==> config.mk <==
export PLATFORM = sky130hd
export DESIGN_NAME = load_store_unit
export DESIGN_NICKNAME = d
export VERILOG_FILES = /design/src/design/rv_core_pkg.sv /design/src/design/load_store_unit.sv
export SDC_FILE = /design/constraint.sdc
export NUM_CORES = 1
export LEC_CHECK = 0
export BUFFER_PORTS_ARGS = -buffer_cell sky130_fd_sc_hd__buf_2
export CELL_PAD_IN_SITES_DETAIL_PLACEMENT = 1
export CELL_PAD_IN_SITES_GLOBAL_PLACEMENT = 2
export CORE_MARGIN = 2
export CORE_UTILIZATION = 14
export DETAILED_ROUTE_END_ITERATION = 16
export GPL_TIMING_DRIVEN = 0
export PLACE_DENSITY_LB_ADDON = 0.08
export SYNTH_ARGS = -nofsm -noshare
export SYNTH_HDL_FRONTEND = slang
export SYNTH_SLANG_ARGS = --single-unit
==> constraint.sdc <==
create_clock -name vclk -period 1.5
set_input_delay 0.15 -clock vclk [all_inputs]
set_output_delay 0.15 -clock vclk [all_outputs]
set_load 0.02 [all_outputs]
==> src/design/rv_core_pkg.sv <==
package rv_core_pkg;

  localparam int xlen = 32;
  localparam int reg_addr_w = 5;
  localparam int dmem_addr_bits = 8; // 256 words
  localparam logic [xlen-1:0] pc_reset = 32'h8000_0000;

  // major opcodes of the supported subset
  localparam logic [6:0] op_imm    = 7'b001_0011;
  localparam logic [6:0] op_lui    = 7'b011_0111;
  localparam logic [6:0] op_auipc  = 7'b001_0111;
  localparam logic [6:0] op_jal    = 7'b110_1111;
  localparam logic [6:0] op_jalr   = 7'b110_0111;
  localparam logic [6:0] op_load   = 7'b000_0011;
  localparam logic [6:0] op_store  = 7'b010_0011;
  localparam logic [6:0] op_system = 7'b111_0011;

  // access size for loads and stores
  localparam logic [2:0] f3_byte   = 3'b000;
  localparam logic [2:0] f3_half   = 3'b001;
  localparam logic [2:0] f3_word   = 3'b010;
  localparam logic [2:0] f3_byte_u = 3'b100;
  localparam logic [2:0] f3_half_u = 3'b101;

  typedef enum logic [1:0] {wb_alu, wb_link, wb_load} wb_sel_e;
  typedef enum logic {pc_seq, pc_target} pc_sel_e;
  typedef enum logic [1:0] {opa_rs1, opa_pc, opa_zero} opa_sel_e;
  typedef enum logic [1:0] {imm_i, imm_s, imm_u, imm_j} imm_sel_e;

  typedef struct packed {
    logic [6:0]            funct7;
    logic [reg_addr_w-1:0] rs2;
    logic [reg_addr_w-1:0] rs1;
    logic [2:0]            funct3;
    logic [reg_addr_w-1:0] rd;
    logic [6:0]            opcode;
  } r_fmt_t;

  typedef struct packed {
    logic [11:0]           imm12;
    logic [reg_addr_w-1:0] rs1;
    logic [2:0]            funct3;
    logic [reg_addr_w-1:0] rd;
    logic [6:0]            opcode;
  } i_fmt_t;

  typedef struct packed {
    logic [6:0]            imm_hi;
    logic [reg_addr_w-1:0] rs2;
    logic [reg_addr_w-1:0] rs1;
    logic [2:0]            funct3;
    logic [4:0]            imm_lo;
    logic [6:0]            opcode;
  } s_fmt_t;

  typedef struct packed {
    logic [19:0]           imm20; // inst[31:12], also the raw j bits
    logic [reg_addr_w-1:0] rd;
    logic [6:0]            opcode;
  } u_fmt_t;

  // one instruction word, several decodings
  typedef union packed {
    r_fmt_t r_view;
    i_fmt_t i_view;
    s_fmt_t s_view;
    u_fmt_t u_view;
  } inst_u;

  typedef struct packed {
    logic     reg_we;
    logic     mem_re;
    logic     mem_we;
    logic     is_ebreak;
    opa_sel_e opa_sel;
    imm_sel_e imm_sel;
    wb_sel_e  wb_sel;
    pc_sel_e  pc_sel;
  } ctrl_t;

  typedef struct packed {
    logic [xlen-1:0] addr;  // byte address, memory uses the word bits
    logic [xlen-1:0] wdata; // already replicated into lanes
    logic [3:0]      mask;
  } mem_req_t;

  typedef struct packed {
    logic                  valid;
    logic [reg_addr_w-1:0] rd;
    logic [xlen-1:0]       data;
  } wb_t;

endpackage

==> src/design/load_store_unit.sv <==
module load_store_unit (
  input  logic [2:0]                    funct3,
  input  logic [rv_core_pkg::xlen-1:0]  addr,
  input  logic [rv_core_pkg::xlen-1:0]  store_data,
  input  logic                          mem_we,
  input  logic [rv_core_pkg::xlen-1:0]  rdata,
  output rv_core_pkg::mem_req_t         req,
  output logic [rv_core_pkg::xlen-1:0]  load_data
);
  import rv_core_pkg::*;

  logic [1:0]      offset;
  logic [3:0]      mask;
  logic [xlen-1:0] lanes;
  logic [xlen-1:0] shifted; // addressed byte moved down to bit 0

  assign offset = addr[1:0];

  // store side
  always_comb begin
    mask  = 4'b0000;
    lanes = store_data;
    case (funct3)
      f3_byte: begin
        mask  = 4'b0001 << offset;
        lanes = {4{store_data[7:0]}};
      end
      f3_half: begin
        if (!offset[0]) begin
          mask = 4'b0011 << offset;
        end
        lanes = {2{store_data[15:0]}};
      end
      f3_word: begin
        if (offset == 2'b00) begin
          mask = 4'b1111;
        end
      end
      default: mask = 4'b0000;
    endcase
    if (!mem_we) begin
      mask = 4'b0000;
    end
  end

  assign req.addr  = addr;
  assign req.wdata = lanes;
  assign req.mask  = mask;

  // load side
  assign shifted = rdata >> {offset, 3'b000};

  always_comb begin
    load_data = '0; // misaligned or unknown size
    case (funct3)
      f3_byte:   load_data = {{24{shifted[7]}}, shifted[7:0]};
      f3_byte_u: load_data = {24'h00_0000, shifted[7:0]};
      f3_half: begin
        if (!offset[0]) load_data = {{16{shifted[15]}}, shifted[15:0]};
      end
      f3_half_u: begin
        if (!offset[0]) load_data = {16'h0000, shifted[15:0]};
      end
      f3_word: begin
        if (offset == 2'b00) load_data = rdata;
      end
      default: load_data = '0;
    endcase
  end

endmodule

Word-level counts from Yosys, hierarchy flattened --
Index checks and enable logic that the tools add are counted.
Operators by class: eq/ne operators 4, shift-type cells 3, muxes and demuxes 9, reduce and logical (&&, ||, !) cells 2
Operators by type and width (number):
- $pmux W32 S5 | 1
- $mux W32 | 2
- $pmux W32 S2 | 1
- $shr A32 B5 Y16 | 1
- $mux W16 | 1
- $mux W4 | 3
- $pmux W4 S3 | 1
- $eq A3 B3 Y1 const B | 2
- $shl A1 B2 Y4 const A | 1
- $shl A2 B2 Y4 const A | 1
- $eq A3 B1 Y1 const B | 1
- $eq A3 B2 Y1 const B | 1
- $logic_not A3 Y1 | 1
- $logic_not A2 Y1 | 1
Storage, ports and cells: register bits after elaboration 0, bits of input ports 100, output and inout bits 100, word-level logic and storage cells 18

Depth between registers and ports, before layout --
depth in word-level cells 4, gate-level depth with buffers 5, depth with buffers taken out 3

Worst setup path before layout --
Ideal clock, no wire load.
kind input-to-output, start point input port addr[1] (netlist bit), end point output port req[0] (netlist bit), arrival 1.605 ns, data required time 1.350 ns, path slack -0.255 ns, stages 3, path buffers 2, path through buf_2 > buf_2 > a2111oi_0
RTL lines:
- start, declared | line load_store_unit.sv:3 | input logic [rv_core_pkg::xlen-1:0] addr,
- end, declared | line load_store_unit.sv:7 | output rv_core_pkg::mem_req_t req,

Final worst setup path --
start point input port addr[1] (netlist bit), end point output port load_data[15] (netlist bit)
On the way: longest elaborated chain between the ends 3, elaborated cells on any way between the ends 6, classes of those cells 1 x shift; 4 x mux; 1 x reduce/logical
RTL lines:
- $shr A32 B5 Y16 or $logic_not A2 Y1 (tied branches) | line load_store_unit.sv:51, load_store_unit.sv:65
- $mux W16 (tied with other cells) | line load_store_unit.sv:62 | if (!offset[0]) load_data = {16'h0000, shifted[15:0]};
- $pmux W32 S5 (*) | line load_store_unit.sv:55 | case (funct3)
- end, declared | line load_store_unit.sv:8 | output logic [rv_core_pkg::xlen-1:0] load_data
Mark *: on every way between the ends. The rest lies on a longest branch, timed or not.

==> flow_summary.ini <==
[logic_synthesis]
synth_fp_nets = 293
syn-mean-instance-area_um2 = 7.559
synth_top_cell_area_share_pct = 20.58
ys_warn_count = 0
synth_area_mm2 = 0.001459
synth_cell_types = 33
synthTopCellsByArea = buf_4 21%, mux2_2 13%, nand3_1 11%
syn_inst = 193
synth-seq-area-share_pct = 0
synth_top_area_cell = buf_4

[worst_setup_path]
crit_fanout = 8
end_kind = primary output
worstPathRequired_ns = 1.35
startpoint_type = input pin
worstSetupPathType = in2out
arrival_ns = 1.36

[detailed_routing]
totalWireLength_mm = 7.727
wl_per_cell_um = 15.21
num_vias = 2113
drt_iter0_drc = 47
drcViolationCount = 0
routed_via_density = 4.159
drt_pass1_iterations = 4
ant_nets = 0

[cells_and_area]
layout.nets = 474
seq_cells = 0
n_fill_cell = 1300
design_area_mm2 = 0.002785
ff_latch_area_um2 = 0
final_common_cell = buf_2
clockBufferCount = 0
area_delta_synth_final_pct = 90.91
drive_above_1_share_pct = 73.66
mostFrequentLayoutCells = 157 x buf_2, 55 x buf_4, 32 x nand3_1
antennaDiodeCount = 0

[floorplan]
core_area_mm2 = 0.01023
initial_core_util_pct = 14.26
dieArea_mm2 = 0.01125
fp-row-count = 37
fp.dieH_um = 106.1
die_w_um = 106.1
ios = 200

[grt]
antenna_found_initial = 0
globalRouteTotalUtil_pct = 12.75
first_global_vias = 2226
grt_overflow = 0
grt_max_degree = 11
grt_pass1_wl_mm = 11.94

[run]
max-cap-violations = 0

[sta]
worstMarginPinSlew_ns = 0.3558
grt_setup_unrepaired = yes
setup_viol = 1
fin_crit_sh_pct = 100.6
fin_ws_ns = -0.008818
fin_crit_ns = 1.509
final.setup.tns_ns = -0.008818
slew_viol_final = 0
fmax_mhz = 662.8
relSlewSlack_pct = 76.28
finalHoldViolCount = 0

[power_and_ir_drop]
p_switching_uw = 524.7
peakVddDrop_v = 0.0001125
p_clk_share_pct = 0
power_frac_seq_pct = 0
power.share.combinational_pct = 100.0
p_sw_share_pct = 53.53
intPower_uw = 455.6
p_per_area_mw_per_mm2 = 352.0
power_leakage_nw = 1.517

[place]
port_buffers = 169
place_congestion = 0.7160
pre_cts_ws_ns = -0.5055
placed_cell_area_mm2 = 0.002476
dp_hpwl_mm = 6.369

[status]
violations = negative setup slack
status = finished, violations left

[hold_path]
hp-class = in2out
[through the flow]
step                hold WS (ns)  util [%]  total power [mW]  std cells
detailed placement        0.5179     24.20            0.8951        498
global route              0.5199     27.22             1.056        508
global placement          0.5188     24.20            0.8970        498
CTS                       0.5190     25.94            0.9538        503
floorplan                 0.4126         -            0.5557        193
finish                    0.5177     27.22            0.9803        508
[kinds of logic (layout without fill, tap and decap cells)]
| logic type | count (synthesis) | after routing | synth area share [%] |
|---|---|---|---|
| and+or+nand+nor | 68 | 68 | 25.64 |
| buffers and inverters | 59 | 238 | 26.93 |
| muxes | 35 | 35 | 31.48 |
| AOI/OAI and AO/OA | 29 | 29 | 14.75 |
| xor gates and xnor gates | 2 | 2 | 1.201 |
[cell type report]
class                           count  area, um^2  share of cell area, %
Timing Repair Buffer              181        1035                  37.15
Tap cell                          136       170.2                  6.110
Buffer                             54       436.7                  15.68
Inverter                            3       11.26                 0.4043
Multi-Input combinational cell    134        1132                  40.66
[path summary, 6_finish.rpt]
| path | from | end | slack, ns | cells past startpoint |
|---|---|---|---|---|
| max | addr[1] | load_data[15] | -0.009 | 5 |
| min | addr[17] | req[53] | 0.52 | 2 |
[Yosys cell counts (2+ instances only)]
| cell | count |
|---|---|
| inv_1 | 3 |
| nand3_1 | 33 |
| mux4_2 | 7 |
| xor2_1 | 2 |
| buf_4 | 40 |
| nand2b_1 | 2 |
| nand3b_1 | 2 |
| a311o_1 | 2 |
| clkbuf_1 | 4 |
| a21oi_1 | 10 |
| a221o_1 | 6 |
| mux2i_1 | 11 |
| buf_2 | 11 |
| nor2_1 | 12 |
| or3b_2 | 2 |
| nor3_1 | 3 |
| a211oi_1 | 2 |
| o21ai_0 | 2 |
| nor2b_1 | 8 |
| mux2_2 | 17 |
| and3_1 | 2 |
[power groups by stage]
stage	registers, mW	logic, mW	clock network [mW]
detailed placement	0	0.895	0
global route	0	1.06	0
floorplan	0	0.556	0
global placement	0	0.897	0
finish	0	0.980	0
CTS	0	0.954	0
[layer usage]
metal | vias up | global-route usage (%) | routed length [um]
met5 | - | 0 | 0
met3 | 0 | 3.127 | 722
met1 | 976 | 15.37 | 3079
li1 | 1032 | - | -
met2 | 105 | 24.19 | 3925
met4 | 0 | 0 | 0
[worst max-delay path, stage by stage]
cell and delay (ns):
buf_8 0.09, mux4_2 0.48, and2_4 0.19, a311o_1 0.31, buf_6 0.14
[what timing repair did]
item                                    in CTS  in global routing
endpoints found under the setup margin      59                 34
resized for setup                           43                 24
cloned                                       0                  2
setup buffers                                7                  3
pin swaps                                    8                  8
hold buffers                                 0                  0
(Power assumes the default switching activity.)
