**src/design/rv_core_pkg.sv**
```systemverilog
package rv_core_pkg;

  localparam int xlen = 32;
  localparam int reg_addr_w = 5;
  localparam int dmem_addr_bits = 8; // 256 words
  localparam logic [xlen-1:0] pc_reset = 32'h8000_0000;

  // major opcodes of the supported subset
  localparam logic [6:0] op_imm    = 7'b001_0011;
  localparam logic [6:0] op_lui    = 7'b011_0111;
  localparam logic [6:0] op_auipc  = 7'b001_0111;
  localparam logic [6:0] op_jal    = 7'b110_1111;
  localparam logic [6:0] op_jalr   = 7'b110_0111;
  localparam logic [6:0] op_load   = 7'b000_0011;
  localparam logic [6:0] op_store  = 7'b010_0011;
  localparam logic [6:0] op_system = 7'b111_0011;

  // access size for loads and stores
  localparam logic [2:0] f3_byte   = 3'b000;
  localparam logic [2:0] f3_half   = 3'b001;
  localparam logic [2:0] f3_word   = 3'b010;
  localparam logic [2:0] f3_byte_u = 3'b100;
  localparam logic [2:0] f3_half_u = 3'b101;

  typedef enum logic [1:0] {wb_alu, wb_link, wb_load} wb_sel_e;
  typedef enum logic {pc_seq, pc_target} pc_sel_e;
  typedef enum logic [1:0] {opa_rs1, opa_pc, opa_zero} opa_sel_e;
  typedef enum logic [1:0] {imm_i, imm_s, imm_u, imm_j} imm_sel_e;

  typedef struct packed {
    logic [6:0]            funct7;
    logic [reg_addr_w-1:0] rs2;
    logic [reg_addr_w-1:0] rs1;
    logic [2:0]            funct3;
    logic [reg_addr_w-1:0] rd;
    logic [6:0]            opcode;
  } r_fmt_t;

  typedef struct packed {
    logic [11:0]           imm12;
    logic [reg_addr_w-1:0] rs1;
    logic [2:0]            funct3;
    logic [reg_addr_w-1:0] rd;
    logic [6:0]            opcode;
  } i_fmt_t;

  typedef struct packed {
    logic [6:0]            imm_hi;
    logic [reg_addr_w-1:0] rs2;
    logic [reg_addr_w-1:0] rs1;
    logic [2:0]            funct3;
    logic [4:0]            imm_lo;
    logic [6:0]            opcode;
  } s_fmt_t;

  typedef struct packed {
    logic [19:0]           imm20; // inst[31:12], also the raw j bits
    logic [reg_addr_w-1:0] rd;
    logic [6:0]            opcode;
  } u_fmt_t;

  // one instruction word, several decodings
  typedef union packed {
    r_fmt_t r_view;
    i_fmt_t i_view;
    s_fmt_t s_view;
    u_fmt_t u_view;
  } inst_u;

  typedef struct packed {
    logic     reg_we;
    logic     mem_re;
    logic     mem_we;
    logic     is_ebreak;
    opa_sel_e opa_sel;
    imm_sel_e imm_sel;
    wb_sel_e  wb_sel;
    pc_sel_e  pc_sel;
  } ctrl_t;

  typedef struct packed {
    logic [xlen-1:0] addr;  // byte address, memory uses the word bits
    logic [xlen-1:0] wdata; // already replicated into lanes
    logic [3:0]      mask;
  } mem_req_t;

  typedef struct packed {
    logic                  valid;
    logic [reg_addr_w-1:0] rd;
    logic [xlen-1:0]       data;
  } wb_t;

endpackage

```
**src/design/pc_unit.sv**
```systemverilog
module pc_unit (
  input  logic                          clk,
  input  logic                          reset,
  input  rv_core_pkg::pc_sel_e          pc_sel,
  input  logic [rv_core_pkg::xlen-1:0]  target,
  input  logic                          is_ebreak,
  output logic [rv_core_pkg::xlen-1:0]  pc,
  output logic [rv_core_pkg::xlen-1:0]  pc_plus4,
  output logic                          halted
);
  import rv_core_pkg::*;

  logic [xlen-1:0] next_pc;

  assign pc_plus4 = pc + 32'd4;

  // jump targets always land on an even address
  assign next_pc = (pc_sel == pc_target) ? {target[xlen-1:1], 1'b0} : pc_plus4;

  always_ff @(posedge clk) begin
    if (reset) begin
      pc     <= pc_reset;
      halted <= 1'b0;
    end else begin
      if (!halted) begin
        pc <= next_pc;
      end
      if (is_ebreak) begin
        halted <= 1'b1; // sticky until reset
      end
    end
  end

endmodule

```
**config.mk**
```make
export PLATFORM = sky130hd
export DESIGN_NAME = pc_unit
export DESIGN_NICKNAME = d
export VERILOG_FILES = /design/src/design/rv_core_pkg.sv /design/src/design/pc_unit.sv
export SDC_FILE = /design/constraint.sdc
export NUM_CORES = 1
export LEC_CHECK = 0
export ABC_AREA = 1
export BUFFER_PORTS_ARGS = -buffer_cell sky130_fd_sc_hd__buf_2
export CORE_ASPECT_RATIO = 1.1
export CORE_MARGIN = 5
export CORE_UTILIZATION = 30
export DETAILED_ROUTE_END_ITERATION = 16
export PLACE_DENSITY_LB_ADDON = 0.3
export SLEW_MARGIN = 20
export SYNTH_ARGS = -nofsm -noshare
export SYNTH_HDL_FRONTEND = slang
export SYNTH_SLANG_ARGS = --single-unit
```
**constraint.sdc**
```tcl
create_clock -name clk -period 1.6 [get_ports clk]
set_clock_uncertainty 0.1 [all_clocks]
set_input_delay 0.24 -clock clk [delete_from_list [all_inputs] [get_ports clk]]
set_output_delay 0.24 -clock clk [all_outputs]
set_load 0.005 [all_outputs]
```
Yosys cells after proc, flatten, opt, wreduce, memory -nomap -nowiden --
Index checks and enable logic that the tools add are counted.
Word-level totals: bits of input ports 36, bits in registers 33, output and inout bits 65
Operators by class: muxes and demuxes 1, $add $sub $neg 1
Operator list (count):
- $add 32x3->32 const B | 1
- $mux 32 | 1

Longest topological paths before layout --
depth in word-level cells 2, mapped depth 10, depth with buffers taken out 10

Least setup slack after synthesis --
Ideal clock, no wire load.
path kind flip-flop to flip-flop, from register pc[3] in the netlist's numbering, to register pc[16] in the netlist's numbering, arrival 1.419 ns, stages on the path, launching flop included 8, buffers on the path 0, required time 1.430 ns, setup slack 0.010 ns, period minus slack after synthesis 1.590 ns, cells stage by stage dfxtp_1 -> ha_1 -> nand3_1 -> nor2_1 -> nand3_1 -> xor2_1 -> nand2_1 -> a21oi_1
Between the ends: longest elaborated chain between the ends 2
RTL lines:
- from (decl) | RTL line pc_unit.sv:7 | output logic [rv_core_pkg::xlen-1:0] pc,
- from (signal assigned) | RTL line pc_unit.sv:22 | pc <= pc_reset;
- from (signal assigned) | RTL line pc_unit.sv:26 | pc <= next_pc;
- $add 32x3->32 | RTL line pc_unit.sv:15 | assign pc_plus4 = pc + 32'd4;
- named net pc_plus4 (one bit) | RTL line pc_unit.sv:8 | output logic [rv_core_pkg::xlen-1:0] pc_plus4,
- $mux 32 | RTL line pc_unit.sv:18 | assign next_pc = (pc_sel == pc_target) ? {target[xlen-1:1], 1'b0} : pc_plus4;
The timed path passes the listed nets, and every way through them passes these cells. A chain may end at the register's enable or synchronous reset.

Worst setup path after layout --
from register pc[2] in the netlist's numbering, to output port pc_plus4[12] in the netlist's numbering
Between the ends: longest elaborated chain between the ends 1
RTL lines (RTL line):
- $add 32x3->32 | pc_unit.sv:15
- to (decl) | pc_unit.sv:8
No other way between the ends.

==> metrics.txt <==
# TYPE chip_impl_metric gauge
chip_impl_metric{name="die_area",unit="µm²"} 9540
chip_impl_metric{name="grt_max_degree",unit=""} 33
chip_impl_metric{name="dp_hpwl",unit="mm"} 6.80
chip_impl_metric{name="vias",unit=""} 2888
chip_impl_metric{name="finalCritPeriodShare",unit="%"} 121
chip_impl_metric{name="globalplace.congestion",unit=""} 0.943
chip_impl_metric{name="critical_path_arrival",unit="ns"} 1.60
chip_impl_metric{name="slew_headroom",unit="%"} 55.5
chip_impl_info{name="critical_path.startpoint_type",value="register"} 1
chip_impl_metric{name="post_cts_hold_buffer_count",unit=""} 0
chip_impl_metric{name="antenna_found_initial",unit=""} 0
chip_impl_metric{name="clock_path_buffers",unit=""} 2
chip_impl_metric{name="finish.cell_count_without_fillers",unit=""} 636
chip_impl_metric{name="synthesis.area_per_instance",unit="µm²"} 6.02
chip_impl_metric{name="timing.final.hold_violations",unit=""} 0
chip_impl_metric{name="vdd_drop_max",unit="mV"} 0.257
chip_impl_metric{name="critical_path_required_time",unit="ns"} 1.26
chip_impl_metric{name="timing.final.crit_period",unit="ns"} 1.94
chip_impl_metric{name="gr-usage-all-layers",unit="%"} 18.7
chip_impl_info{name="worst_hold_path.endpoint",value="halted"} 1
chip_impl_metric{name="tightest_slew",unit="ns"} 0.668
chip_impl_metric{name="synth_sequential_area_ratio",unit="%"} 27.8
chip_impl_info{name="most_common_cell_after_layout_fill_and_taps_aside",value="nand2_1"} 1
chip_impl_metric{name="cts_inserted_buffers",unit=""} 5
chip_impl_metric{name="initial_utilization",unit="%"} 30.9
chip_impl_metric{name="clk_pin_slew",unit="ns"} 0.07
chip_impl_info{name="cts_tree",value="done"} 1
chip_impl_metric{name="core_region_area",unit="µm²"} 7470
chip_impl_info{name="run_status",value="finished, violations left"} 1
chip_impl_metric{name="synth.ff_latch_count",unit=""} 32
chip_impl_metric{name="drt_pass1_iterations",unit=""} 4
chip_impl_info{name="r2r-end",value="pc[12]"} 1
chip_impl_metric{name="synthesis.yosys.warnings",unit=""} 0
chip_impl_metric{name="antenna_cells",unit=""} 0
chip_impl_metric{name="placed_cells",unit=""} 621
chip_impl_metric{name="clk-insertion-delay-late",unit="ns"} 0.29
chip_impl_metric{name="crit_path_max_fanout",unit=""} 3
chip_impl_metric{name="ff2ff_setup_slack",unit="ns"} -0.03
chip_impl_info{name="ys_top_cells_by_area",value="dfxtp_1 28%, nand2_1 22%, nor2_1 8.0%, inv_1 7.5%, a21oi_1 4.8%"} 1
chip_impl_metric{name="clock_sink_count",unit=""} 32
chip_impl_metric{name="min_path_cells",unit=""} 3
chip_impl_info{name="root_buffer",value="clkbuf_8"} 1
chip_impl_metric{name="synthesis.instances",unit=""} 383
chip_impl_info{name="r2r_start",value="pc[2]"} 1
chip_impl_metric{name="fillCellCount",unit=""} 767
chip_impl_info{name="violations",value="negative setup slack"} 1
chip_impl_metric{name="fmax",unit="GHz"} 0.516
chip_impl_info{name="worst_hold_path_type",value="input port to register"} 1
chip_impl_metric{name="vias_per_cell",unit=""} 4.54
chip_impl_metric{name="netlist.area_leader.share",unit="%"} 27.8
chip_impl_metric{name="p_per_area",unit="nW/µm²"} 571
chip_impl_metric{name="place.port_buffers",unit=""} 97
chip_impl_metric{name="cts-htree-levels",unit=""} 2
chip_impl_metric{name="drc_errors",unit=""} 0
chip_impl_metric{name="chip_height",unit="µm"} 102
chip_impl_metric{name="cap_viol_max_count",unit=""} 0
chip_impl_info{name="worst_setup_path_end_kind",value="output port"} 1
chip_impl_metric{name="worstRegToRegCells",unit=""} 9
chip_impl_metric{name="global_route_wire_length_before_repair",unit="mm"} 14.2
chip_impl_metric{name="flow.area_growth_from_synthesis",unit="%"} 64.2
chip_impl_info{name="holdCritStartpoint",value="is_ebreak"} 1
chip_impl_metric{name="placement_rows",unit=""} 33
chip_impl_metric{name="setup-violations-final",unit=""} 29
chip_impl_metric{name="mappedNetlistArea",unit="µm²"} 2310
chip_impl_metric{name="grt.overflow.total",unit=""} 0
chip_impl_metric{name="nNetsFinal",unit=""} 567
chip_impl_metric{name="final-max-slew-violation-count",unit=""} 0
chip_impl_metric{name="die_width",unit="µm"} 93.6
chip_impl_info{name="synth_largest_area_cell",value="dfxtp_1"} 1
chip_impl_metric{name="postLayoutSetupSlackWorst",unit="ns"} -0.336
chip_impl_metric{name="static-leakage-power",unit="nW"} 1.76
chip_impl_metric{name="timing.setup.tns",unit="ns"} -6.81
chip_impl_metric{name="io_pins",unit=""} 101
chip_impl_metric{name="drt_iter0_drc",unit=""} 113
chip_impl_metric{name="wire_per_inst",unit="µm"} 13.8
chip_impl_metric{name="vias_in_the_first_global_route",unit=""} 2948
chip_impl_info{name="final_cell_mix",value="111 x nand2_1, 97 x buf_2, 53 x buf_4, 45 x inv_1"} 1
chip_impl_info{name="setup_repair_after_global_routing_missed_its_margin",value="true"} 1
chip_impl_info{name="setup.worst_path.class",value="register to output port"} 1
chip_impl_metric{name="yosys.cell_types.count",unit=""} 27
chip_impl_metric{name="wirelength",unit="mm"} 8.77
chip_impl_metric{name="ant_nets",unit=""} 0
chip_impl_metric{name="layout-drive-gt1-share",unit="%"} 51.4
==> synthesized netlist by cell type <==
| library cell | number |
|---|---|
| nand2_2 | 4 |
| a22o_1 | 5 |
| inv_2 | 1 |
| a21oi_1 | 22 |
| nor3_1 | 2 |
| o221ai_1 | 2 |
| ha_1 | 1 |
| nand2_1 | 133 |
| buf_4 | 5 |
| buf_6 | 1 |
| xor2_2 | 5 |
| a31oi_1 | 6 |
| a221oi_1 | 1 |
| dfxtp_1 | 32 |
| conb_1 | 1 |
| nand3_1 | 16 |
| nand3b_1 | 2 |
| xor2_1 | 7 |
| and2_1 | 2 |
| o21ai_0 | 18 |
| nor2_4 | 4 |
| inv_1 | 46 |
| buf_2 | 4 |
| nor2_1 | 49 |
| xnor2_1 | 3 |
| nor2_2 | 6 |
| clkbuf_1 | 5 |
==> per-stage QoR <==
step	setup WS (ns)	instance area, µm²	hold slack (ns)	total power (W)	utilization, %
2_1_floorplan	0.0101	2310	0.256	0.00116	-
3_3_place_gp	-0.119	3220	0.345	0.00145	43.0
3_5_place_dp	-0.166	3220	0.358	0.00146	43.0
4_1_cts	-0.324	3600	0.0544	0.00217	48.1
5_1_grt	-0.428	3790	0.0634	0.00229	50.7
6_report	-0.336	3790	0.0548	0.00216	50.7
==> metal layers <==
layer	global-route usage [%]	up-vias	part of all wire (%)
met4	5.00	0	1.9
met3	4.34	19	6.4
met5	0	-	0
met1	22.7	1296	42
li1	-	1474	-
met2	33.4	99	49
==> worst max-delay path, stage by stage (launching register included) <==
cell      delay, ns
dfxtp_2        0.35
ha_4           0.14
inv_2          0.05
nor2_4         0.10
nand3b_1       0.16
buf_4          0.19
xor2_2         0.17
buf_2          0.15
==> report_power, final <==
group          total [W]  switching, W  leakage [nW]  internal [W]
Combinational   0.000579      0.000300          1.43      0.000279
Clock           0.000668      0.000316        0.0455      0.000351
Sequential      0.000914     0.0000635         0.277      0.000851
==> final cells by class <==
class | count | area (µm²) | share of cell area (%)
timing repair buffer | 154 | 928 | 24.5
multi-input combinational | 290 | 1760 | 46.5
tap | 105 | 131 | 3.47
sequential | 32 | 699 | 18.5
inverter | 47 | 176 | 4.66
clock buffer | 8 | 90.1 | 2.38
==> flip-flops by register name (all words and copies together), names as in the netlist <==
signal	count
pc	31
halted	1
==> worst max path at each step <==
stage | end | from
after global placement | pc_plus4[12] | pc[2]
after global routing | pc_plus4[12] | pc[2]
after floorplan | pc[16] | pc[3]
after detailed placement | pc_plus4[12] | pc[3]
after CTS | pc_plus4[17] | pc[3]
final | pc_plus4[12] | pc[2]
==> timing repair <==
action                                  4_1_cts  5_1_grt
endpoints found under the setup margin       34       39
pin swaps                                    18       14
gates resized for setup                      87       48
setup buffers                                 4        4
==> logic make-up (layout without fill, tap and decap cells) <==
| logic type | Yosys count | in the layout | share of synthesized area (%) |
|---|---|---|---|
| AND/OR/NAND/NOR | 218 | 218 | 39.4 |
| other | 1 | 2 | 0.163 |
| XOR/XNOR | 15 | 15 | 7.33 |
| flip-flops | 32 | 32 | 27.8 |
| buffers and inverters | 62 | 209 | 11.4 |
| AO/OA/AOI/OAI | 54 | 54 | 13.3 |
| adder cells (fa/ha/maj) | 1 | 1 | 0.543 |
Power figures use the tool's default switching activity.
