===== src/design/rv_core_pkg.sv =====
package rv_core_pkg;

  localparam int xlen = 32;
  localparam int reg_addr_w = 5;
  localparam int dmem_addr_bits = 8; // 256 words
  localparam logic [xlen-1:0] pc_reset = 32'h8000_0000;

  // major opcodes of the supported subset
  localparam logic [6:0] op_imm    = 7'b001_0011;
  localparam logic [6:0] op_lui    = 7'b011_0111;
  localparam logic [6:0] op_auipc  = 7'b001_0111;
  localparam logic [6:0] op_jal    = 7'b110_1111;
  localparam logic [6:0] op_jalr   = 7'b110_0111;
  localparam logic [6:0] op_load   = 7'b000_0011;
  localparam logic [6:0] op_store  = 7'b010_0011;
  localparam logic [6:0] op_system = 7'b111_0011;

  // access size for loads and stores
  localparam logic [2:0] f3_byte   = 3'b000;
  localparam logic [2:0] f3_half   = 3'b001;
  localparam logic [2:0] f3_word   = 3'b010;
  localparam logic [2:0] f3_byte_u = 3'b100;
  localparam logic [2:0] f3_half_u = 3'b101;

  typedef enum logic [1:0] {wb_alu, wb_link, wb_load} wb_sel_e;
  typedef enum logic {pc_seq, pc_target} pc_sel_e;
  typedef enum logic [1:0] {opa_rs1, opa_pc, opa_zero} opa_sel_e;
  typedef enum logic [1:0] {imm_i, imm_s, imm_u, imm_j} imm_sel_e;

  typedef struct packed {
    logic [6:0]            funct7;
    logic [reg_addr_w-1:0] rs2;
    logic [reg_addr_w-1:0] rs1;
    logic [2:0]            funct3;
    logic [reg_addr_w-1:0] rd;
    logic [6:0]            opcode;
  } r_fmt_t;

  typedef struct packed {
    logic [11:0]           imm12;
    logic [reg_addr_w-1:0] rs1;
    logic [2:0]            funct3;
    logic [reg_addr_w-1:0] rd;
    logic [6:0]            opcode;
  } i_fmt_t;

  typedef struct packed {
    logic [6:0]            imm_hi;
    logic [reg_addr_w-1:0] rs2;
    logic [reg_addr_w-1:0] rs1;
    logic [2:0]            funct3;
    logic [4:0]            imm_lo;
    logic [6:0]            opcode;
  } s_fmt_t;

  typedef struct packed {
    logic [19:0]           imm20; // inst[31:12], also the raw j bits
    logic [reg_addr_w-1:0] rd;
    logic [6:0]            opcode;
  } u_fmt_t;

  // one instruction word, several decodings
  typedef union packed {
    r_fmt_t r_view;
    i_fmt_t i_view;
    s_fmt_t s_view;
    u_fmt_t u_view;
  } inst_u;

  typedef struct packed {
    logic     reg_we;
    logic     mem_re;
    logic     mem_we;
    logic     is_ebreak;
    opa_sel_e opa_sel;
    imm_sel_e imm_sel;
    wb_sel_e  wb_sel;
    pc_sel_e  pc_sel;
  } ctrl_t;

  typedef struct packed {
    logic [xlen-1:0] addr;  // byte address, memory uses the word bits
    logic [xlen-1:0] wdata; // already replicated into lanes
    logic [3:0]      mask;
  } mem_req_t;

  typedef struct packed {
    logic                  valid;
    logic [reg_addr_w-1:0] rd;
    logic [xlen-1:0]       data;
  } wb_t;

endpackage


===== src/design/reg_file.sv =====
module reg_file (
  input  logic                                clk,
  input  logic                                we,
  input  logic [rv_core_pkg::reg_addr_w-1:0]  waddr,
  input  logic [rv_core_pkg::reg_addr_w-1:0]  raddr1,
  input  logic [rv_core_pkg::reg_addr_w-1:0]  raddr2,
  input  logic [rv_core_pkg::xlen-1:0]        wdata,
  output logic [rv_core_pkg::xlen-1:0]        rdata1,
  output logic [rv_core_pkg::xlen-1:0]        rdata2
);
  import rv_core_pkg::*;

  logic [xlen-1:0] regs [2**reg_addr_w];

  always_ff @(posedge clk) begin
    if (we && (waddr != '0)) begin
      regs[waddr] <= wdata;
    end
  end

  // x0 reads as zero whatever the array holds
  assign rdata1 = (raddr1 == '0) ? '0 : regs[raddr1];
  assign rdata2 = (raddr2 == '0) ? '0 : regs[raddr2];

endmodule


===== config.mk =====
export PLATFORM = sky130hd
export DESIGN_NAME = reg_file
export DESIGN_NICKNAME = d
export VERILOG_FILES = /design/src/design/rv_core_pkg.sv /design/src/design/reg_file.sv
export SDC_FILE = /design/constraint.sdc
export NUM_CORES = 1
export LEC_CHECK = 0
export BUFFER_PORTS_ARGS = -buffer_cell sky130_fd_sc_hd__buf_2
export CORE_MARGIN = 10
export CORE_UTILIZATION = 25
export DETAILED_ROUTE_END_ITERATION = 6
export REMOVE_ABC_BUFFERS = 1
export SLEW_MARGIN = 20
export SYNTH_ARGS = -nofsm -noshare
export SYNTH_HDL_FRONTEND = slang
export SYNTH_SLANG_ARGS = --single-unit

===== constraint.sdc =====
create_clock -name clk -period 3.8 [get_ports clk]
set_clock_uncertainty 0.2 [all_clocks]
set_input_delay 0.19 -clock clk [delete_from_list [all_inputs] [get_ports clk]]
set_output_delay 0.19 -clock clk [all_outputs]
set_load 0.02 [all_outputs]

# == After elaboration in Yosys (flattened, before gate mapping) ==
# Memory sizes are Yosys's and may differ from the RTL's.
# Cells that the tools add are included.
# word_totals
wordCells,9
register_bits,0
ramBits,1024
input_bits,49
memories,1
out_inout_bits,64
# mem_list
memory,words,width,read_ports,rd_ports_with_merged_regs,wr,line_no,text
regs,32,32,2,0,1,reg_file.sv:13,logic [xlen-1:0] regs [2**reg_addr_w];
# op_classes
n_reduce_logical,4
mux,4
# op_table
cell,count
2-to-1 mux 32 bit,2
zero test 5 bit,2
nonzero test 5 bit,1
2-to-1 mux 1 bit,2
logical AND 1 bit,1

# == Longest topological paths before layout ==
# Gate-level depths: netlist of run 1.
# depth
word_depth,4
mapped_depth,8
mapped_depth_nobuf,4

# == Worst setup path before layout of run 1 ==
# No wires, ideal clock.
# synth_path
path_type,input -> register
from,in waddr[1] (netlist name)
to,"mem regs[12][0], enable pin"
setup_time_ps,421
path_buffers,1
arrival_ps,2189
required_ps,3179
path_stages,3
setup_slack_ps,990
path_cell_list,or3b_2 clkbuf_1 nor2_1
# synth_between
elab_chain_cells,4
# synth_rtl
item,line_no,text
"start, declared",reg_file.sv:4,"input logic [rv_core_pkg::reg_addr_w-1:0] waddr,"
nonzero test 5 bit,reg_file.sv:16,if (we && (waddr != '0)) begin
logical AND 1 bit,reg_file.sv:16,
2-to-1 mux 1 bit,reg_file.sv:16,
2-to-1 mux 1 bit (not written as such),reg_file.sv:17,regs[waddr] <= wdata;
"end, declared",reg_file.sv:13,
# Parallel ways exist; a longest one is shown, timed or not.

# == Worst setup path in the final report of run 1 ==
# layout_path
from,in raddr2[2] (netlist name)
to,out rdata2[17] (netlist name)
# layout_between
elab_chain_cells,2
elab_cells_between_ends,3
cone_classes,mux: 1; reduce/logical: 1; memory: 1
# layout_rtl
item,line_no,text
"start, declared",reg_file.sv:6,"input logic [rv_core_pkg::reg_addr_w-1:0] raddr2,"
memory (32 x 32 bit) or zero test 5 bit (tied branches),n/a,
2-to-1 mux 32 bit *,reg_file.sv:23,assign rdata2 = (raddr2 == '0) ? '0 : regs[raddr2];
"end, declared",reg_file.sv:9,output logic [rv_core_pkg::xlen-1:0] rdata2
# Mark *: on every way between the ends. The rest lies on a longest branch, timed or not.

==> run summary, run 1 <==
Status - finished clean
Max cap viols - 0
Core area - 190400 um^2
WP data required - 3410 ps
HP Class - in -> reg
FFs w/ async S/R, synth - 0%
Worst-margin pin slew - 1059 ps
Leakage - 18.23 nW
Area occupied by multi-input gates - 16420 um^2
Sequential area share after synthesis - 64.16%
Post-synthesis instance total - 2564
Vias in the first global route - 29.00k
CTS clk-pin slew, worst paths - 60 ps
RSZ-0062 raised after global routing - no
Post-synth EDFFs - 1024
Placement Rows - 160
Routed WL per cell - 29.42 um
Top reg by flops - regs
Initial antenna violation count - 12
CP Capture Type - primary output
First-pass GRT wire length - 221.8 mm
CTS tree - done
Largest regs - regs: 1024 flops
Max-slew headroom - 29.22%
1st-iter DRT viols - 3417
Die Y-Extent - 457.9 um
Most common cell in the synthesized netlist - edfxtp_1
Die Span X - 457.9 um
Synth area leader - edfxtp_1
GRT overflow - 0
IO Pins - 113
Initial core utilization - 25.18%
CP Buf/Inv Count - 5
Slowest-stage cell, CP - a211oi_1
Clock Tree Buf Depth - 3
Routability Congestion - 0.8165
Setup total negative slack - 0 ps
Final setup fails - 0
DRT Pass-1 Iters - 5
Top post-synthesis cells by area - edfxtp_1 (64%), mux4_2 (14%), mux2i_1 (6.7%)
Post-synthesis register bit count - 1024
Area grow syn2layout - 17.84%
Critical Path Fanout Max - 46
Fin Hold WS - 49.72 ps
Final #Nets - 2849
Yosys top cell area share - 64.16%
Final period util - 91.11%
Die ar. - 209600 um^2
Yosys cell types - 38
Syn_area_per_cell - 18.69 um^2
Clock Tree Root - clkbuf_16
Synthesized cell area - 47930 um^2
Tmin final - 3462 ps
TritonCTS sink count - 1024
Hold Crit Depth - 4
Total track usage - 14.52%
Pins over their slew limit - 0
Crit path arrival time - 3070 ps
CP Depth - 8
Buffers on Ports - 112
FMAX - 288.8 MHz
Layout Utilization - 29.67%
Placed Area - 52630 um^2
Largest net degree at the start of global routing - 107
CP Cell Sequence - buf_8, buf_4, nor2_2, and3_2, buf_4, a211oi_1, buf_4, buf_2
Most frequent cells after synthesis - edfxtp_1 (1024), mux2i_1 (320), mux4_2 (298)
H-Tree Depth - 3
Worst VDD drop - 0.0003689 V
CP startpoint kind - input port
Fin. Hold Viols - 0
Crit path max-delay family - buffers and inverters
Top_reg_cell synth - edfxtp_1
CP max stage delay - 620 ps
CTS resizes - 0
Routed Antenna Nets - 0
DR vias - 28.77k
Share of layout cells above drive strength 1 - 30.08%
DPL Wire Length - 96.17 mm
Filler instances - 18.50k
Total routed wirelength - 159.0 mm
CP Class - in -> out
Final instance area - 56480 um^2
Synth Warn # - 0
Via density - 5.321
Most numerous cell on the critical path - buf_4
Max FFs per register - 1024
Area occupied by registers - 30750 um^2
Total CTS buffers - 108
Power Density - 454.3 nW/um^2
Drt drc - 0
## through the flow
stage | cells | power, mW | setup WS, ps
detailed placement | 5169 | 15.33 | 233.4
finish | 5407 | 25.66 | 337.8
global placement | 5169 | 15.32 | 257.0
floorplan | 2379 | 13.98 | 238.4
global route | 5405 | 26.44 | 266.8
CTS | 5403 | 25.83 | 231.9
## final timing paths
| path | start | endpoint | slack (ps) |
|---|---|---|---|
| hold / removal | waddr[0] | regs[21][30] | 50 |
| setup / recovery | raddr2[2] | rdata2[17] | 340 |
## cells in the final DEF, fill, tap and decap left out, types with 32 or more instances in the layout
cell type	synthesis	layout
nor2_4	0	33
o221ai_1	64	64
a22oi_1	64	64
a211oi_1	64	64
a311oi_1	32	32
nand4_1	32	32
mux2_2	64	64
nor2b_1	37	32
mux2i_1	320	320
conb_1	1	32
buf_4	51	133
edfxtp_1	1024	1024
mux4_1	54	54
dlygate4sd3_1	0	32
a21oi_1	32	32
mux4_2	298	298
nand2_1	83	83
buf_12	0	35
buf_2	51	105
clkbuf_16	0	110
o21ai_0	51	51
a221oi_1	36	36
## logic make-up (layout without fill, tap and decap cells)
logic type	Yosys count	in the layout	synth area share, %
compound gates	375	375	6.085
buf+inv	218	515	2.436
flops	1024	1024	64.16
mux	736	736	25.15
other cells	1	36	0.007824
simple gates	210	210	2.167
## area by class of cell
| type | instances | share of cell area, % |
|---|---|---|
| flip-flops and latches | 1024 | 54.44 |
| clock buffers | 123 | 4.960 |
| well taps | 2511 | 5.562 |
| diodes | 4 | 0.01772 |
| multi-input cells | 1353 | 29.08 |
| inverters | 2 | 0.01551 |
| clock inverters | 79 | 1.272 |
| repair buffers | 311 | 4.652 |
## where the power goes
group,switching [mW],internal (mW),total (mW)
clock network,4.47,6.09,10.6
registers,0.0711,12.6,12.7
logic,1.49,0.940,2.43
total,6.03,19.6,25.7
## metal layers
metal	wire length (um)	share of wire [%]	global-route usage (%)	vias to the layer above
li1	-	-	-	11540
met3	12740	8.0	2.427	302
met2	77150	49	24.24	1507
met5	41	0.026	0	-
met4	5882	3.7	5.368	8
met1	63230	40	18.89	15410
## what timing repair did
action / in CTS / in global routing
hold buffers: 32 / 0
setup buffers: 0 / 0
hold endpoints to repair: 1024 / 0
endpoints found under the setup margin: 0 / 0
(Power assumes the default switching activity.)
==> run 2: changes to the inputs <==
--- a/config.mk
+++ b/config.mk
@@ -10,6 +10,7 @@
 export CORE_UTILIZATION = 25
 export DETAILED_ROUTE_END_ITERATION = 6
 export REMOVE_ABC_BUFFERS = 1
+export SETUP_SLACK_MARGIN = 0.4
 export SLEW_MARGIN = 20
 export SYNTH_ARGS = -nofsm -noshare
 export SYNTH_HDL_FRONTEND = slang
==> run summary, run 2 (synthesized netlist as in run 1, its figures left out) <==
DP Cell Count - 5169 (unchanged)
Die Span X - 457.9 um (unchanged)
Initial antenna violation count - 13 (was 12)
DRT Pass-1 Iters - 5 (unchanged)
Critical Path Fanout Max - 28 (was 46)
FMAX - 299.3 MHz (was 288.8 MHz)
First-pass GRT wire length - 221.7 mm (was 221.8 mm)
Buffers on Ports - 112 (unchanged)
Placement Rows - 160 (unchanged)
Largest regs - regs: 1024 flops (unchanged)
Die Y-Extent - 457.9 um (unchanged)
Final #Nets - 2849 (unchanged)
Total track usage - 14.51% (was 14.52%)
HP Class - in -> reg (unchanged)
Setup total negative slack - 0 ps (unchanged)
Drt drc - 0 (unchanged)
Vias in the first global route - 28.98k (was 29.00k)
TritonCTS sink count - 1024 (unchanged)
Max FFs per register - 1024 (unchanged)
Crit path arrival time - 2950 ps (was 3070 ps)
1st-iter DRT viols - 3309 (was 3417)
Fin. Hold Viols - 0 (unchanged)
Most frequent cells in the layout - edfxtp_1 (1024), mux2i_1 (320), mux4_2 (298), buf_4 (132), clkbuf_16 (110) (was edfxtp_1 (1024), mux2i_1 (320), mux4_2 (298), buf_4 (133), clkbuf_16 (110))
Routed Antenna Nets - 0 (unchanged)
Initial core utilization - 25.18% (unchanged)
Commonest non-fill, non-tap cell in the layout - edfxtp_1 (unchanged)
Power Density - 453.9 nW/um^2 (was 454.3 nW/um^2)
Top reg by flops - regs (unchanged)
Largest net degree at the start of global routing - 107 (unchanged)
Total routed wirelength - 158.6 mm (was 159.0 mm)
Final period util - 87.93% (was 91.11%)
RSZ-0062 raised after global routing - no (unchanged)
Area grow syn2layout - 17.90% (was 17.84%)
Max cap viols - 0 (unchanged)
CP startpoint kind - input port (unchanged)
WP data required - 3410 ps (about the same)
Clock Tree Root - clkbuf_16 (unchanged)
Clock Tree Buf Depth - 3 (unchanged)
DR vias - 28.82k (was 28.77k)
Share of layout cells above drive strength 1 - 30.22% (was 30.08%)
Pins over their slew limit - 0 (unchanged)
CTS clk-pin slew, worst paths - 60 ps (about the same)
Layout Cells excl Fill - 5408 (was 5407)
Status - finished clean (unchanged)
Die ar. - 209600 um^2 (unchanged)
H-Tree Depth - 3 (unchanged)
Worst-margin pin slew - 1061 ps (was 1059 ps)
DPL Wire Length - 96.17 mm (unchanged)
CTS tree - done (unchanged)
Total CTS buffers - 108 (unchanged)
Tmin final - 3341 ps (was 3462 ps)
Max-slew headroom - 29.13% (was 29.22%)
CP Class - in -> out (unchanged)
Leakage - 18.23 nW (about the same)
Via density - 5.329 (was 5.321)
Final setup fails - 0 (unchanged)
Worst VDD drop - 0.0003689 V (about the same)
Final instance area - 56510 um^2 (was 56480 um^2)
Routed WL per cell - 29.34 um (was 29.42 um)
Core area - 190400 um^2 (unchanged)
CP Capture Type - primary output (unchanged)
Fin Hold WS - 52.76 ps (was 49.72 ps)
IO Pins - 113 (unchanged)
Placed Area - 52630 um^2 (unchanged)
GRT overflow - 0 (unchanged)
Routability Congestion - 0.8165 (unchanged)
run 2: per-layer routing:
metal	GRT usage [%]	vias up	part of all wire, %	routed length, um
met4	5.408	6	3.8	6056
met1	18.88	15420	39	62660
met2	24.20	1552	48	76750
met5	0	-	0.020	31
met3	2.439	307	8.3	13160
li1	-	11540	-	-
run 2: cell type report:
class                   instances  area [um^2]
repair buffers                311         2631
clock buffers                 123         2801
clock inverters                79        718.2
well taps                    2511         3142
fillers                     18500       133900
multi-input cells            1353        16440
inverters                       2        8.758
diodes                          5        12.51
flip-flops and latches       1024        30750
run 2: power by group:
| group | switching [mW] | leakage, nW | internal, mW |
|---|---|---|---|
| registers | 0.0710 | 9.25 | 12.6 |
| logic | 1.49 | 7.27 | 0.943 |
| clock network | 4.45 | 1.71 | 6.09 |
| total | 6.01 | 18.2 | 19.6 |
run 2: final timing paths:
kind	startpoint	endpoint	slack, ps	cells after the start
setup / recovery	raddr2[0]	rdata2[17]	460	7
hold / removal	waddr[0]	regs[21][30]	50	4
run 2: timing repair:
action / in CTS / in global routing
buffers inserted: 0 / 0
pin swaps: 0 / 0
hold endpoints to repair: 1024 / 0
setup endpoints to repair: 3 / 2
gates resized for setup: 3 / 2
hold buffers: 32 / 0
run 2: critical path: stages:
cell      delay, ps
buf_8           180
nor2_4          890
and3_2          600
buf_4           460
a211oi_1        200
buf_4           190
buf_2           150
run 2: through the flow:
step | setup slack (ps) | util, % | power, mW
2_1_floorplan | 238.4 | - | 13.98
3_3_place_gp | 257.0 | 27.65 | 15.32
3_5_place_dp | 233.4 | 27.65 | 15.33
4_1_cts | 469.2 | 29.67 | 25.83
5_1_grt | 457.3 | 29.68 | 26.44
6_report | 458.6 | 29.68 | 25.65
