`config.mk`:
```
export PLATFORM = sky130hd
export DESIGN_NAME = control_decode
export DESIGN_NICKNAME = d
export VERILOG_FILES = /design/src/design/rv_core_pkg.sv /design/src/design/control_decode.sv
export SDC_FILE = /design/constraint.sdc
export NUM_CORES = 1
export LEC_CHECK = 0
export CORE_AREA = 2 2 39 41
export DETAILED_ROUTE_END_ITERATION = 7
export DIE_AREA = 0 0 41 43
export DONT_BUFFER_PORTS = 1
export SLEW_MARGIN = 30
export SYNTH_ARGS = -nofsm -noshare
export SYNTH_HDL_FRONTEND = slang
export SYNTH_SLANG_ARGS = --single-unit
```
`constraint.sdc`:
```
create_clock -name vclk -period 1.6
set_input_delay 0.32 -clock vclk [all_inputs]
set_output_delay 0.32 -clock vclk [all_outputs]
set_load 0.02 [all_outputs]
```
`src/design/rv_core_pkg.sv`:
```
package rv_core_pkg;

  localparam int xlen = 32;
  localparam int reg_addr_w = 5;
  localparam int dmem_addr_bits = 8; // 256 words
  localparam logic [xlen-1:0] pc_reset = 32'h8000_0000;

  // major opcodes of the supported subset
  localparam logic [6:0] op_imm    = 7'b001_0011;
  localparam logic [6:0] op_lui    = 7'b011_0111;
  localparam logic [6:0] op_auipc  = 7'b001_0111;
  localparam logic [6:0] op_jal    = 7'b110_1111;
  localparam logic [6:0] op_jalr   = 7'b110_0111;
  localparam logic [6:0] op_load   = 7'b000_0011;
  localparam logic [6:0] op_store  = 7'b010_0011;
  localparam logic [6:0] op_system = 7'b111_0011;

  // access size for loads and stores
  localparam logic [2:0] f3_byte   = 3'b000;
  localparam logic [2:0] f3_half   = 3'b001;
  localparam logic [2:0] f3_word   = 3'b010;
  localparam logic [2:0] f3_byte_u = 3'b100;
  localparam logic [2:0] f3_half_u = 3'b101;

  typedef enum logic [1:0] {wb_alu, wb_link, wb_load} wb_sel_e;
  typedef enum logic {pc_seq, pc_target} pc_sel_e;
  typedef enum logic [1:0] {opa_rs1, opa_pc, opa_zero} opa_sel_e;
  typedef enum logic [1:0] {imm_i, imm_s, imm_u, imm_j} imm_sel_e;

  typedef struct packed {
    logic [6:0]            funct7;
    logic [reg_addr_w-1:0] rs2;
    logic [reg_addr_w-1:0] rs1;
    logic [2:0]            funct3;
    logic [reg_addr_w-1:0] rd;
    logic [6:0]            opcode;
  } r_fmt_t;

  typedef struct packed {
    logic [11:0]           imm12;
    logic [reg_addr_w-1:0] rs1;
    logic [2:0]            funct3;
    logic [reg_addr_w-1:0] rd;
    logic [6:0]            opcode;
  } i_fmt_t;

  typedef struct packed {
    logic [6:0]            imm_hi;
    logic [reg_addr_w-1:0] rs2;
    logic [reg_addr_w-1:0] rs1;
    logic [2:0]            funct3;
    logic [4:0]            imm_lo;
    logic [6:0]            opcode;
  } s_fmt_t;

  typedef struct packed {
    logic [19:0]           imm20; // inst[31:12], also the raw j bits
    logic [reg_addr_w-1:0] rd;
    logic [6:0]            opcode;
  } u_fmt_t;

  // one instruction word, several decodings
  typedef union packed {
    r_fmt_t r_view;
    i_fmt_t i_view;
    s_fmt_t s_view;
    u_fmt_t u_view;
  } inst_u;

  typedef struct packed {
    logic     reg_we;
    logic     mem_re;
    logic     mem_we;
    logic     is_ebreak;
    opa_sel_e opa_sel;
    imm_sel_e imm_sel;
    wb_sel_e  wb_sel;
    pc_sel_e  pc_sel;
  } ctrl_t;

  typedef struct packed {
    logic [xlen-1:0] addr;  // byte address, memory uses the word bits
    logic [xlen-1:0] wdata; // already replicated into lanes
    logic [3:0]      mask;
  } mem_req_t;

  typedef struct packed {
    logic                  valid;
    logic [reg_addr_w-1:0] rd;
    logic [xlen-1:0]       data;
  } wb_t;

endpackage

```
`src/design/control_decode.sv`:
```
module control_decode (
  input  rv_core_pkg::inst_u inst,
  output rv_core_pkg::ctrl_t ctrl
);
  import rv_core_pkg::*;

  always_comb begin
    // unknown opcode: no writes, just step the pc
    ctrl.reg_we    = 1'b0;
    ctrl.mem_re    = 1'b0;
    ctrl.mem_we    = 1'b0;
    ctrl.is_ebreak = 1'b0;
    ctrl.opa_sel   = opa_rs1;
    ctrl.imm_sel   = imm_i;
    ctrl.wb_sel    = wb_alu;
    ctrl.pc_sel    = pc_seq;

    case (inst.r_view.opcode)
      op_imm: begin // whole group handled as addi
        ctrl.reg_we = 1'b1;
      end
      op_lui: begin
        ctrl.reg_we  = 1'b1;
        ctrl.opa_sel = opa_zero; // 0 + (imm20 << 12)
        ctrl.imm_sel = imm_u;
      end
      op_auipc: begin
        ctrl.reg_we  = 1'b1;
        ctrl.opa_sel = opa_pc;
        ctrl.imm_sel = imm_u;
      end
      op_jal: begin
        ctrl.reg_we  = 1'b1;
        ctrl.opa_sel = opa_pc;
        ctrl.imm_sel = imm_j;
        ctrl.wb_sel  = wb_link;
        ctrl.pc_sel  = pc_target;
      end
      op_jalr: begin
        ctrl.reg_we = 1'b1;
        ctrl.wb_sel = wb_link;
        ctrl.pc_sel = pc_target;
      end
      op_load: begin
        ctrl.reg_we = 1'b1;
        ctrl.mem_re = 1'b1;
        ctrl.wb_sel = wb_load;
      end
      op_store: begin
        ctrl.mem_we  = 1'b1;
        ctrl.imm_sel = imm_s;
      end
      op_system: begin
        ctrl.is_ebreak = 1'b1; // only ebreak is expected here
      end
      default: begin
      end
    endcase
  end

endmodule

```
### Yosys cells after proc, flatten, opt, wreduce, memory -nomap -nowiden

Index checks and enable logic that the tools add are counted.

* register bits: 0
* input bits: 32
* output and inout port bits: 11
* word-level logic and storage cells: 20

* equal/unequal tests: 8
* muxes and demuxes: 8
* reduce and logical (&&, ||, !) cells: 4

Operator list (number)
* == test 7 bit (second input constant): 3
* == test 7 x 5 -> 1 bit (second input constant): 2
* == test 7 x 6 -> 1 bit (second input constant): 2
* case mux 2 bit (2 select lines): 2
* == test 7 x 2 -> 1 bit (second input constant): 1
* case mux 2 bit (3 select lines): 1
* OR reduction 2 bit: 3
* OR reduction 6 bit: 1
* 2-to-1 mux 1 bit: 5

### Logic depth before layout (Yosys ltp)

Gate-level depths: netlist of the first run.

* depth in word-level cells: 3
* mapped depth: 4
* gate-level depth less buffers: 3

### Least setup slack after synthesis of the first run

Ideal clock, no wire load.

* path kind: input port to output port
* start: input inst[3] (netlist name)
* end: output ctrl[2] (netlist name)
* data arrival time: 1320 ps
* setup slack: -40 ps
* cell stages on the path: 2
* buffers on the path: 0
* path through: or4_4 -> nor3_1

RTL lines
* start: declaration: RTL line control_decode.sv:2 `input rv_core_pkg::inst_u inst,`
* end: declaration: RTL line control_decode.sv:3 `output rv_core_pkg::ctrl_t ctrl`

==> results of run 1 <==
[cell families (layout without fill, tap and decap cells)]
group	after synthesis	in the layout	synth area share
buf+inv	1	9	0.0480
simple gates	23	23	0.776
compound gates	5	5	0.176
[layer usage]
layer	up-vias	GRT usage
li1	121	-
met1	104	0.0759
met2	13	0.0906
met3	0	0.00524
met4	0	0
met5	-	0
[final cells by class]
| cell class | instances | area, um^2 |
|---|---|---|
| Fill cell | 162 | 1150 |
| Multi-Input combinational cell | 28 | 149 |
| Tap cell | 16 | 20.0 |
| Timing Repair Buffer | 9 | 67.6 |
[power by group through the flow]
stage,sequential (mW),clock [mW],combinational (mW)
after CTS,0,0,0.0253
after detailed placement,0,0,0.0252
after global placement,0,0,0.0244
after floorplan,0,0,0.0188
after global routing,0,0,0.0279
final,0,0,0.0249
[path summary, 6_finish.rpt]
check  startpoint  endpoint  cells after the start
max       inst[3]   ctrl[2]                      3
min       inst[5]   ctrl[6]                      2
[cell usage after synthesis]
library cell	number	area [um^2]
nand3_1	5	25.0
nor2_1	5	18.8
a21oi_1	3	15.0
nand2_1	3	11.3
nand2b_1	2	12.5
nor3_1	2	10.0
a211oi_1	1	7.51
and2_1	1	6.26
buf_4	1	7.51
nor2b_1	1	6.26
nor3b_1	1	7.51
nor4_1	1	6.26
o21ai_0	1	5.00
or3_1	1	6.26
or4_4	1	11.3
==> impl_results.md, run 1 <==
* Placed instance area at 236 um^2
* Most frequent cells in the layout: buf_4 (9), nand3_1 (5), nor2_1 (5)
* Worst hold margin at 0.778 ns
* Largest net degree at the start of global routing at 9
* Synth cell types at 15
* Fin crit period at 1.49 ns
* Crit Path Max Fanout at 7
* Worst EP required at 1.28 ns
* Setup tns final at 0 ns
* Pre-CTS setup slack at 0.116 ns
* Final std cells w/o fill at 53
* Final wirelength at 517 um
* Startpoint Class: input port
* # DRC at 0
* Setup WS post-layout at 0.110 ns
* Hold buffers post-CTS at 0
* Postcts setup bufs at 0
* Placeable Area at 1380 um^2
* Commonest non-fill, non-tap cell in the layout: buf_4
* Buf/Inv on CP at 1
* Top Ports at 43
* Max cap viols at 0
* Int Power at 11.9 uW
* Via Count at 238
* Register Area at 0 um^2
* Slew @ Worst Pin at 0.456 ns
* Status: complete, no violations
* Std-Cell Rows at 14
* Period utilization at 0.931
* Layout overhead on the synthesized area at 51.2%
* Sw Share at 0.520
* Syn_nets at 61
* Initial antenna violation count at 0
* Final net count at 71
* Initial Utilization at 0.113
* Clock share of power at 0
* Grt total ovfl at 0
* Slew headroom at 0.697
* Met2 routed WL at 246 um
* Iteration-0 DRC Markers at 2
* CP max stage delay at 0.53 ns
* Sequential share of the synthesized area at 0
* F_max at 0.671 GHz
* Seq pwr share at 0
* Placer Congestion at 0.515
* Die width at 41 um
* Logic gate share of total power at 1.000
* Wl on met1 at 197 um
* Fin. Hold Viols at 0
* Synth warn at 0
* Power per cell area at 105 nW/um^2
* ANT cells at 0
* Die height at 43 um
* Num sequential at 0
* Cell count after synthesis at 29
* Hold Path Class: input port to output pin
* # clk buffers at 0
* Critical Path, Cell by Cell: or4_4 > nor3_1 > buf_4
* Share of cells above drive strength 1 at 0.270
* Total Power at 24.9 uW
* Cts repair resizes at 0
* Setup crit end kind: output pin
* Worst EP arrival at 1.17 ns
* Top Layer Used: met3
* Met3 WL post-DR at 73 um
* Mean post-synth cell area at 5.39 um^2
* DRT Pass-1 Iters at 3
* Post-Place Cells at 53
* Fin util at 0.171
* Slew Viols, Final at 0
* RSZ-0062 raised after global routing: no
* CP top delay family: simple AND/OR/NAND/NOR gates
* Maximum vdd drop at 0.0141 mV
* Buffers on Ports at 0
* NetSw at 13.0 uW
* Setup Viol. Count Final at 0
* Mapped Area at 156 um^2
* First-pass GRT wire length at 745 um
* Post-Layout Inst Area at 236 um^2
* Vias per Instance at 4.49
* CP max-delay cell: or4_4
* Total track usage at 0.0539
* DR WL/cell at 9.75 um
* Routed Antenna Nets at 0
* Vias in the first global route at 195
* Leakage at 0.0825 nW
* HPWL after DPL at 436 um
* Die area at 1760 um^2
* Crit Path Category: input port to output pin
(Power assumes the default switching activity.)
==> inputs of run 2 (changes only) <==
Settings changed: ABC_AREA set to 1, MAX_ROUTING_LAYER set to met4.
==> impl_results.md, run 2 <==
* Status: complete, no violations
* Slew headroom at 0.858
* Synth warn at 0
* F_max at 0.754 GHz
* Commonest cells post-synth: nand2_1 (10), nor2_1 (8), nor3_1 (5), inv_1 (4)
* ANT cells at 0
* Crit path from: inst[1]
* Most frequent cell after synthesis: nand2_1
* Setup Viol. Count Final at 0
* Most frequent cells in the layout: nand2_1 (10), nor2_1 (8), buf_4 (7)
* Setup crit end kind: output pin
* Num sequential at 0
* Maximum vdd drop at 0.0289 mV
* Total track usage at 0.0553
* Largest net degree at the start of global routing at 9
* HPWL after DPL at 451 um
* Startpoint Class: input port
* Vias in the first global route at 193
* Fin crit period at 1.33 ns
* Commonest non-fill, non-tap cell in the layout: nand2_1
* Period utilization at 0.829
* Die height at 43 um
* Placer Congestion at 0.812
* # clk buffers at 0
* Grt total ovfl at 0
* Share of cells above drive strength 1 at 0.262
* DRT Pass-1 Iters at 4
* Buf/Inv on CP at 1
* CP max-delay cell: nand4_1
* Via Count at 238
* Initial antenna violation count at 0
* CP max stage delay at 0.19 ns
* Mean post-synth cell area at 4.90 um^2
* Cts repair resizes at 0
* Initial Utilization at 0.131
* RSZ-0062 raised after global routing: no
* Die area at 1760 um^2
* Placeable Area at 1380 um^2
* Std-Cell Rows at 14
* Iteration-0 DRC Markers at 6
* Vias per Instance at 4.10
* Fin. Hold Viols at 0
* Top Ports at 43
* Yosys top cell by area: nand2_1
* Total Power at 25.5 uW
* Power per cell area at 108 nW/um^2
* Worst EP required at 1.28 ns
* CP top delay family: simple AND/OR/NAND/NOR gates
* # DRC at 0
* Critical Path, Cell by Cell: nand2_1 > nor2_1 > nand4_1 > o21ai_1 > buf_4
* Placed instance area at 235 um^2
* Synth top area share at 0.207
* Postcts setup bufs at 0
* Layout overhead on the synthesized area at 29.7%
* Fin util at 0.170
* Crit Path Max Fanout at 5
* Slew Viols, Final at 0
* Crit Path Category: input port to output pin
* Leakage at 0.135 nW
* Slew @ Worst Pin at 0.212 ns
* Routed Antenna Nets at 0
* Cell count after synthesis at 37
* Max cap viols at 0
* Syn_nets at 69
* Buffers on Ports at 0
* Die width at 41 um
* Synth cell types at 14
* Worst EP arrival at 1.01 ns
* First-pass GRT wire length at 738 um
* Hold Path Class: input port to output pin
* DR WL/cell at 8.97 um
* Hold buffers post-CTS at 0
* Register Area at 0 um^2
* Area contributors post-synth: nand2_1 (21%), nor2_1 (17%), nor3_1 (14%), inv_1 (8.3%), buf_6 (6.2%)
* Mapped Area at 181 um^2
* Hold path startpoint: inst[4]
* Setup tns final at 0 ns
* Final wirelength at 520 um
* Post-Layout Inst Area at 235 um^2
* Sequential share of the synthesized area at 0
* Final net count at 76
run 2: cells by family (layout without fill, tap and decap cells):
| kind of cell | Yosys count | in the layout | share of synthesized area |
|---|---|---|---|
| buffers and inverters | 7 | 12 | 0.207 |
| and+or+nand+nor | 27 | 27 | 0.676 |
| AOI/OAI and AO/OA | 3 | 3 | 0.117 |
run 2: path summary, 6_finish.rpt:
path,endpoint,depth (start not counted)
setup / recovery,ctrl[1],5
hold / removal,ctrl[9],2
run 2: metrics by stage:
stage               setup WS, ns  hold WS (ns)  std cells
floorplan                  0.122         0.729         37
global placement           0.253         0.815         58
detailed placement         0.257         0.813         58
CTS                        0.259         0.815         58
global route               0.174         0.818         58
finish                     0.274         0.813         58
run 2: per-layer routing:
metal / vias up / part of all wire / global-route usage / routed length [um]
met3: 0 / 0.13 / 0.0209 / 68
li1: 130 / - / - / -
met5: - / 0 / - / 0
met4: 0 / 0 / 0.00667 / 0
met1: 100 / 0.39 / 0.0665 / 203
met2: 8 / 0.48 / 0.0875 / 248
run 2: where the power goes:
group | total, mW | leakage (nW) | internal, mW | switching [mW]
Sequential | 0 | 0 | 0 | 0
Combinational | 0.0255 | 0.135 | 0.00901 | 0.0165
Clock | 0 | 0 | 0 | 0
run 2: area by class of cell:
class | count | area [um^2]
fill | 178 | 1150
inverter | 5 | 18.8
multi-input combinational | 30 | 144
tap | 16 | 20.0
timing repair buffer | 7 | 52.6
==> inputs of run 3 (changes only) <==
Clock period 1.6 ns to 1.3 ns, I/O delays scaled along.
==> impl_results.md, run 3 (synthesis gave the netlist of run 2 again) <==
* Maximum vdd drop at 0.0355 mV
* Post-Layout Inst Area at 243 um^2
* Slew Viols, Final at 0
* Crit Path Max Fanout at 6
* Fin crit period at 1.17 ns
* Layout fillers at 179
* Setup crit end kind: output pin
* F_max at 0.855 GHz
* Setup Viol. Count Final at 0
* # DRC at 0
* HPWL after DPL at 451 um
* Leakage at 0.140 nW
* Slew @ Worst Pin at 0.207 ns
* Top Ports at 43
* Final net count at 77
* Total Power at 31.6 uW
* Hold Path Class: input port to output pin
* Vias per Instance at 4.02
* Routed Antenna Nets at 0
* ANT cells at 0
* Pre-CTS setup slack at 0.0773 ns
* Period utilization at 0.900
* Std-Cell Rows at 14
* Status: complete, no violations
* Cts repair resizes at 0
* Most frequent cells in the layout: nand2_1 (10), nor2_1 (8), buf_4 (8)
* RSZ-0062 raised after global routing: no
* Worst EP required at 1.04 ns
* Power per cell area at 130 nW/um^2
* Layout overhead on the synthesized area at 33.8%
* DRT Pass-1 Iters at 4
* Setup WS post-layout at 0.131 ns
* Vias in the first global route at 193
* Worst EP arrival at 0.91 ns
* Placed instance area at 235 um^2
* Slew headroom at 0.862
* Fin util at 0.175
* Final wirelength at 520 um
* Initial antenna violation count at 0
* Fin. Hold Viols at 0
* Largest net degree at the start of global routing at 9
* Startpoint Class: input port
* Die width at 41 um
* Die area at 1760 um^2
* Crit Path Category: input port to output pin
* # clk buffers at 0
* Grt total ovfl at 0
* Via Count at 237
* Buffers on Ports at 0
* Total track usage at 0.0553
* Setup tns final at 0 ns
* Placeable Area at 1380 um^2
* Share of cells above drive strength 1 at 0.279
* Placer Congestion at 0.812
* Die height at 43 um
* Commonest non-fill, non-tap cell in the layout: nand2_1
* Register Area at 0 um^2
* Initial Utilization at 0.131
* DR WL/cell at 8.81 um
* Num sequential at 0
* Iteration-0 DRC Markers at 7
* Max cap viols at 0
* First-pass GRT wire length at 738 um
==> run 3: final timing paths <==
path              slack, ns       to  cells after the start    start
hold / removal         0.69  ctrl[9]                      2  inst[4]
setup / recovery       0.13  ctrl[3]                      5  inst[1]
==> run 3: critical path: stages <==
cell	delay, ns
nand2_1	0.05
inv_1	0.07
nand2_1	0.13
o31ai_1	0.22
buf_4	0.18
==> run 3: area by class of cell <==
class              instances  area (um^2)  area share
well taps                 16         20.0      0.0825
multi-input cells         30          144       0.593
repair buffers             8         60.1       0.247
inverters                  5         18.8      0.0773
==> run 3: power by group <==
group          total, mW  leakage, nW  switching (mW)  internal, mW
Clock                  0            0               0             0
Sequential             0            0               0             0
Combinational     0.0316        0.140          0.0203        0.0113
==> run 3: timing repair <==
| action | CTS | global route |
|---|---|---|
| hold buffers | 0 | 0 |
| setup endpoints to repair | 0 | 2 |
| buffers inserted | 0 | 1 |
==> run 3: metal layers <==
layer  GRT usage  routed length [um]  vias to the layer above  part of all wire
met3      0.0209                  68                        0              0.13
met5           -                   0                        -                 0
li1            -                   -                      130                 -
met4     0.00667                   0                        0                 0
met1      0.0665                 206                       99              0.40
met2      0.0875                 245                        8              0.47
==> run 3: per-stage QoR <==
step | hold WS [ns] | cells
after detailed placement | 0.693 | 58
after global routing | 0.698 | 59
final | 0.693 | 59
after floorplan | 0.609 | 37
after CTS | 0.695 | 58
after global placement | 0.695 | 58
